File: config.mk
export PLATFORM = sky130hd
export DESIGN_NAME = hybrid_multiplier
export DESIGN_NICKNAME = d
export VERILOG_FILES = /design/src/source/mul_pkg.sv /design/src/source/cla_block.sv /design/src/source/cla_adder.sv /design/src/source/partial_product_array.sv /design/src/source/product_accumulator.sv /design/src/source/mul_control.sv /design/src/source/hybrid_multiplier.sv
export SDC_FILE = /design/constraint.sdc
export NUM_CORES = 1
export LEC_CHECK = 0
export ABC_AREA = 1
export BUFFER_PORTS_ARGS = -buffer_cell sky130_fd_sc_hd__buf_2
export CELL_PAD_IN_SITES_DETAIL_PLACEMENT = 1
export CELL_PAD_IN_SITES_GLOBAL_PLACEMENT = 2
export CORE_MARGIN = 2
export CORE_UTILIZATION = 32
export DETAILED_ROUTE_END_ITERATION = 10
export PLACE_DENSITY = 0.88
export SYNTH_ARGS = -nofsm -noshare
export SYNTH_HDL_FRONTEND = slang
export SYNTH_SLANG_ARGS = --single-unit
File: constraint.sdc
create_clock -name ctl_clk -period 6.4 [get_ports ctl_clk]
set_clock_uncertainty 0.05 [all_clocks]
set_input_delay 0.64 -clock ctl_clk [delete_from_list [all_inputs] [get_ports ctl_clk]]
set_output_delay 0.64 -clock ctl_clk [all_outputs]
set_load 0.1 [all_outputs]
File: src/source/mul_pkg.sv
// Shared widths and state codes; step_count must equal data_width / digit_width
`default_nettype none

package mul_pkg;

    // Operand and result width, unsigned
    localparam int data_width = 32;

    // Fixed-point result is product[frac_bits+data_width-1:frac_bits]
    localparam int frac_bits = 8;

    // Multiplier bits consumed per step
    localparam int digit_width = 4;

    localparam int step_count = data_width / digit_width;

    // Must hold step_count - 1
    localparam int count_width = 4;

    localparam int cla_block_width = 4;

    // Control FSM encoding
    localparam logic [1:0] st_idle   = 2'd0;
    localparam logic [1:0] st_calc   = 2'd1;
    localparam logic [1:0] st_finish = 2'd2;

endpackage

`default_nettype wire

File: src/source/cla_block.sv
// Fixed 4-bit lookahead slice; carries are flattened two-level logic, no ripple inside
`default_nettype none

module cla_block (
    input  logic       carry_in,
    input  logic [3:0] a,
    input  logic [3:0] b,
    output logic [3:0] sum,
    output logic       carry_out
);

    logic [3:0] p;
    logic [3:0] g;
    logic [4:0] c;

    assign p = a ^ b;
    assign g = a & b;

    // Every carry straight from p, g and carry_in
    assign c[0] = carry_in;
    assign c[1] = g[0]
                | (p[0] & carry_in);
    assign c[2] = g[1]
                | (p[1] & g[0])
                | (p[1] & p[0] & carry_in);
    assign c[3] = g[2]
                | (p[2] & g[1])
                | (p[2] & p[1] & g[0])
                | (p[2] & p[1] & p[0] & carry_in);
    assign c[4] = g[3]
                | (p[3] & g[2])
                | (p[3] & p[2] & g[1])
                | (p[3] & p[2] & p[1] & g[0])
                | (p[3] & p[2] & p[1] & p[0] & carry_in);

    assign sum       = p ^ c[3:0];
    assign carry_out = c[4];

endmodule

`default_nettype wire

File: src/source/cla_adder.sv
// Unsigned adder, width must be a multiple of 4; carry ripples between blocks only
`default_nettype none

module cla_adder #(
    parameter int width = 32
) (
    input  logic [width-1:0] a,
    input  logic [width-1:0] b,
    output logic [width:0]   sum
);

    localparam int block_count = width / mul_pkg::cla_block_width;

    logic [block_count:0] carry;

    if (width % mul_pkg::cla_block_width != 0) begin : g_width_check
        $error("cla_adder width %0d is not a multiple of %0d",
               width, mul_pkg::cla_block_width);
    end

    assign carry[0] = 1'b0;

    for (genvar i = 0; i < block_count; i++) begin : g_block
        cla_block u_block (
            .carry_in  (carry[i]),
            .a         (a[i*mul_pkg::cla_block_width +: mul_pkg::cla_block_width]),
            .b         (b[i*mul_pkg::cla_block_width +: mul_pkg::cla_block_width]),
            .sum       (sum[i*mul_pkg::cla_block_width +: mul_pkg::cla_block_width]),
            .carry_out (carry[i+1])
        );
    end

    // Final carry becomes the top sum bit
    assign sum[width] = carry[block_count];

endmodule

`default_nettype wire

File: src/source/partial_product_array.sv
// Combinational multiplicand x 4-bit digit; depth is three chained 32-bit lookahead adders
`default_nettype none

module partial_product_array (
    input  logic [mul_pkg::data_width-1:0]                      multiplicand,
    input  logic [mul_pkg::digit_width-1:0]                     digit,
    output logic [mul_pkg::data_width+mul_pkg::digit_width-1:0] partial
);

    logic [mul_pkg::data_width-1:0] row     [mul_pkg::digit_width];
    logic [mul_pkg::data_width:0]   run_sum [mul_pkg::digit_width];

    // Gated copies of the multiplicand, one per digit bit
    for (genvar i = 0; i < mul_pkg::digit_width; i++) begin : g_row
        assign row[i] = multiplicand & {mul_pkg::data_width{digit[i]}};
    end

    assign run_sum[0] = {1'b0, row[0]};

    // Each row adds onto the previous sum shifted down by one
    for (genvar i = 1; i < mul_pkg::digit_width; i++) begin : g_add
        cla_adder #(
            .width (mul_pkg::data_width)
        ) u_adder (
            .a   (row[i]),
            .b   (run_sum[i-1][mul_pkg::data_width:1]),
            .sum (run_sum[i])
        );
    end

    // Low bit that falls out of each row is final
    for (genvar i = 0; i < mul_pkg::digit_width; i++) begin : g_low
        assign partial[i] = run_sum[i][0];
    end

    assign partial[mul_pkg::data_width+mul_pkg::digit_width-1:mul_pkg::digit_width] =
        run_sum[mul_pkg::digit_width-1][mul_pkg::data_width:1];

endmodule

`default_nettype wire

File: src/source/product_accumulator.sv
// Iterative datapath, one product at a time; y is truncated, upper product bits are dropped
`default_nettype none

module product_accumulator (
    input  logic                           ctl_clk,
    input  logic                           reset,
    input  logic [mul_pkg::data_width-1:0] a,
    input  logic [mul_pkg::data_width-1:0] b,
    input  logic                           load,
    input  logic                           step,
    input  logic                           finish,
    output logic [mul_pkg::data_width-1:0] y
);

    logic [mul_pkg::data_width-1:0]                      a_reg;
    logic [mul_pkg::data_width-1:0]                      b_reg;
    logic [2*mul_pkg::data_width-1:0]                    product;
    logic [mul_pkg::data_width+mul_pkg::digit_width-1:0] partial;
    logic [mul_pkg::data_width+mul_pkg::digit_width:0]   acc_sum;

    partial_product_array u_partial (
        .multiplicand (a_reg),
        .digit        (b_reg[mul_pkg::digit_width-1:0]),
        .partial      (partial)
    );

    // Upper half plus this step's partial product
    cla_adder #(
        .width (mul_pkg::data_width + mul_pkg::digit_width)
    ) u_acc_adder (
        .a   (partial),
        .b   ({{mul_pkg::digit_width{1'b0}},
               product[2*mul_pkg::data_width-1:mul_pkg::data_width]}),
        .sum (acc_sum)
    );

    always_ff @(posedge ctl_clk) begin
        if (load) begin
            a_reg   <= a;
            b_reg   <= b;
            product <= '0;
        end else if (step) begin
            // Sum goes to the top, low half moves down one digit
            product <= {acc_sum[mul_pkg::data_width+mul_pkg::digit_width-1:0],
                        product[mul_pkg::data_width-1:mul_pkg::digit_width]};
            b_reg   <= b_reg >> mul_pkg::digit_width;
        end
    end

    // Fixed-point slice of the finished product
    always_ff @(posedge ctl_clk) begin
        if (!reset) begin
            y <= '0;
        end else if (finish) begin
            y <= product[mul_pkg::frac_bits+mul_pkg::data_width-1:mul_pkg::frac_bits];
        end
    end

    a_load_step_exclusive: assert property (
        @(posedge ctl_clk) disable iff (!reset)
        !(load && step)
    ) else $error("load and step asserted together");

endmodule

`default_nettype wire

File: src/source/mul_control.sv
// Fixed 9-cycle sequence per operation; trigger is ignored unless ready is high
`default_nettype none

module mul_control (
    input  logic ctl_clk,
    input  logic reset,
    input  logic trigger,
    output logic ready,
    output logic done,
    output logic load,
    output logic step,
    output logic finish
);

    logic [1:0]                      state;
    logic [mul_pkg::count_width-1:0] count;

    always_ff @(posedge ctl_clk) begin
        if (!reset) begin
            state <= mul_pkg::st_idle;
            count <= '0;
        end else begin
            case (state)
                mul_pkg::st_idle: begin
                    count <= '0;
                    if (trigger) begin
                        state <= mul_pkg::st_calc;
                    end
                end
                mul_pkg::st_calc: begin
                    count <= count + 1'b1;
                    // Last digit consumed at this edge
                    if (count == mul_pkg::count_width'(mul_pkg::step_count - 1)) begin
                        state <= mul_pkg::st_finish;
                    end
                end
                mul_pkg::st_finish: begin
                    state <= mul_pkg::st_idle;
                end
                default: begin
                    state <= mul_pkg::st_idle;
                end
            endcase
        end
    end

    assign ready  = (state == mul_pkg::st_idle);
    assign load   = ready && trigger;
    assign step   = (state == mul_pkg::st_calc);
    assign finish = (state == mul_pkg::st_finish);

    // Lines up with the y update
    always_ff @(posedge ctl_clk) begin
        if (!reset) begin
            done <= 1'b0;
        end else begin
            done <= finish;
        end
    end

    a_done_single: assert property (
        @(posedge ctl_clk) disable iff (!reset)
        done |=> !done
    ) else $error("done held for more than one cycle");

    a_ready_not_step: assert property (
        @(posedge ctl_clk) disable iff (!reset)
        !(ready && step)
    ) else $error("ready high during a calculation step");

    // done rises at the ninth edge after acceptance, seen at the tenth sample
    a_done_latency: assert property (
        @(posedge ctl_clk) disable iff (!reset)
        load |=> !done [*9] ##1 done
    ) else $error("done did not follow the accepted trigger by 9 cycles");

endmodule

`default_nettype wire

File: src/source/hybrid_multiplier.sv
// Unsigned 32x32 fixed-point multiply returning product bits 39:8, no rounding or saturation
`default_nettype none

module hybrid_multiplier (
    input  logic                           ctl_clk,
    input  logic                           reset,
    input  logic [mul_pkg::data_width-1:0] a,
    input  logic [mul_pkg::data_width-1:0] b,
    input  logic                           trigger,
    output logic                           ready,
    output logic                           done,
    output logic [mul_pkg::data_width-1:0] y
);

    logic load;
    logic step;
    logic finish;

    // Sequencing only
    mul_control u_control (
        .ctl_clk (ctl_clk),
        .reset   (reset),
        .trigger (trigger),
        .ready   (ready),
        .done    (done),
        .load    (load),
        .step    (step),
        .finish  (finish)
    );

    // Operands, accumulator and result register
    product_accumulator u_datapath (
        .ctl_clk (ctl_clk),
        .reset   (reset),
        .a       (a),
        .b       (b),
        .load    (load),
        .step    (step),
        .finish  (finish),
        .y       (y)
    );

endmodule

`default_nettype wire

==> results.json <==
{
  "status": "finished with violations",
  "failed_checks": "negative setup slack",
  "final-max-slew-violation-count": 0,
  "cts_htree_levels": 4,
  "drive_above_1_share": 0.296,
  "grt.overflow.total": 0,
  "pwr-share-comb": 0.649,
  "synth_top_area_cell": "edfxtp_1",
  "finalWeightedCongestion": 0.792,
  "top_register": "u_datapath.product",
  "fp.coreArea_sq_um": 35700,
  "clkSinkCount": 159,
  "start_util": 0.326,
  "seqPwrFrac": 0.190,
  "synth.net_count": 1763,
  "cts-root-buf": "clkbuf_16",
  "drt_pass1_iterations": 4,
  "critPathMaxStageDelay_ns": 0.54,
  "setup_viol": 20,
  "min_period_ns": 6.98,
  "crit_slowest_cell": "edfxtp_1",
  "p_leak_nw": 8.15,
  "cap_violations": 0,
  "avgSynthCellArea_sq_um": 7.60,
  "synth_common_cells": "362 x nand2_1, 304 x inv_1, 129 x ha_1",
  "cts_hold_buf": 0,
  "critPathMostFrequentCell": "nand2_2",
  "rsz0062_at_grt": "true",
  "die_w_um": 195,
  "largest_reg_flops": 56,
  "switching_share": 0.426,
  "peakVddDrop_uv": 271,
  "required_ns": 6.73,
  "die_h_um": 195,
  "yosysWarnings": 0,
  "ant_nets": 0,
  "intPower_mw": 4.01,
  "clk_latency_ns": 0.45,
  "die_area_sq_um": 38000,
  "finalInstanceArea_sq_um": 15600,
  "wl_um": 33400,
  "p_per_area_nw_per_um2": 449,
  "synthFlopType": "dfxtp_1",
  "place_hpwl_um": 23700,
  "grt_pass1_vias": 11600,
  "cts_buffers": 17,
  "io_pins": 101,
  "portBuffers": 100,
  "grt_util_all_layers": 0.175,
  "finalHoldViolCount": 0,
  "path_class": "flop to flop",
  "crit_fanout": 6,
  "setup_ws_ns": -0.584,
  "yosysUniqueCellTypes": 41,
  "end_kind": "flop",
  "max_slew_margin": 0.345,
  "switchingPower_mw": 2.97,
  "max_freq_mhz": 143,
  "hp-class": "input port to flop",
  "fin_nets": 2018,
  "drc": 0,
  "cts_tree": "done",
  "synth_area_sq_um": 11700,
  "grt_max_degree": 57,
  "drt_iter0_drc": 263,
  "crit_arrival_ns": 7.31,
  "antenna_found_initial": 1,
  "n_antenna_cell": 0,
  "grt_pass1_wl_um": 54700,
  "final.setup.tns_ns": -7.81,
  "syn_inst": 1535,
  "pwr-share-clk": 0.161,
  "synth-edff-count": 64,
  "wl_per_cell_um": 14.7,
  "seq_area_frac_synth": 0.328,
  "yosysMostFrequentCell": "nand2_1",
  "async_flop_share": 0,
  "ys_ff_latch": 159,
  "total_power_mw": 6.99,
  "rows": 69,
  "cp-start-kind": "flop",
  "period_share": 1.09,
  "ys_top_cells_by_area": "edfxtp_1 16%, dfxtp_1 16%, ha_1 14%, nand2_1 12%, inv_1 9.8%",
  "via_per_inst": 4.72,
  "max_slew.worst_pin.slew_ns": 0.982,
  "synth_top_area_frac": 0.165,
  "vias": 10700,
  "syn2layout_area_growth_pct": 33.4,
  "clk_pin_slew_ns": 0.08,
  "final_util": 0.435,
  "dpl_cell_area_sq_um": 13900,
  "cts_max_path_buffers": 2
}
-- through the flow --
stage,worst slack [ns],hold slack [ns],std cells
final,-0.584,0.310,2264
after global routing,-0.937,0.286,2264
after CTS,-0.456,0.289,2249
after detailed placement,-0.657,0.421,2205
after global placement,-0.414,0.412,2205
after floorplan,-0.0443,0.395,1535
-- cell families (layout without fill, tap and decap cells) --
logic type,Yosys count,count (layout),synth area share
simple gates,553,553,0.199
buf+inv,350,618,0.113
compound gates,244,244,0.116
fa+ha+maj,161,161,0.193
flops,159,159,0.328
xor+xnor,68,68,0.0511
-- path summary, 6_finish.rpt --
kind              slack, ns           startpoint  cells after the start                endpoint
setup reg to reg      -0.58  u_datapath.b_reg[0]                     39  u_datapath.product[57]
setup / recovery      -0.58  u_datapath.b_reg[0]                     39  u_datapath.product[57]
hold / removal         0.31                a[19]                      1    u_datapath.a_reg[19]
hold reg to reg        0.43     u_datapath.y[24]                      2        u_datapath.y[24]
-- power by group through the flow --
stage          clock (mW)  sequential [mW]  combinational, mW
2_1_floorplan           0             1.30               2.33
3_3_place_gp            0             1.33               3.48
3_5_place_dp            0             1.34               3.65
4_1_cts              1.16             1.32               4.03
5_1_grt              1.20             1.34               5.08
6_report             1.13             1.32               4.54
-- critical path, delay by kind of cell, from the launching register on --
family	cells	cell delay (ns)
adders and majority gates	8	2.99
and+or+nand+nor	16	1.51
AOI/OAI and AO/OA	6	1.05
buffers and inverters	8	0.58
DFF	1	0.54
xor gates and xnor gates	1	0.21
-- cells in the final DEF (no fill, tap or decap), types with 4 or more instances in the layout --
master	instances
a211oi_2	4
a21oi_1	86
a21oi_2	29
a31oi_1	10
buf_2	100
buf_4	171
buf_6	7
clkbuf_16	19
dfxtp_1	95
edfxtp_1	64
fa_1	17
fa_2	15
ha_1	100
ha_4	26
inv_1	275
inv_2	29
inv_6	5
nand2_1	320
nand2_2	45
nand2_4	11
nand3_1	52
nand3_2	7
nand3_4	6
nand3b_1	4
nand4_1	6
nor2_1	73
nor2_2	12
o21ai_0	54
o21ai_1	10
o21bai_1	6
o22ai_1	21
or2_4	4
xnor2_1	22
xnor2_2	5
xor2_1	31
xor2_2	9
-- per-layer routing --
layer,routed length [um],share of wire,track usage,vias to the layer above
met5,0,0,0,-
met4,472,0.014,0.0353,0
met3,997,0.030,0.0316,35
met2,18000,0.54,0.337,100
met1,13900,0.42,0.199,5158
li1,-,-,-,5388
-- final cells by class --
class / count / area, sq um
clock inverters: 12 / 155
well taps: 461 / 577
clock buffers: 20 / 479
inverters: 307 / 1160
repair buffers: 279 / 1880
flip-flops and latches: 159 / 3820
fillers: 4353 / 20200
multi-input cells: 1026 / 7480
-- timing repair --
action	in CTS	in global routing
cloned	0	0
gates resized for setup	85	125
setup endpoints to repair	20	26
setup buffers	14	15
pin swaps	54	92
Note: power is estimated with default switching activity, not from simulation.
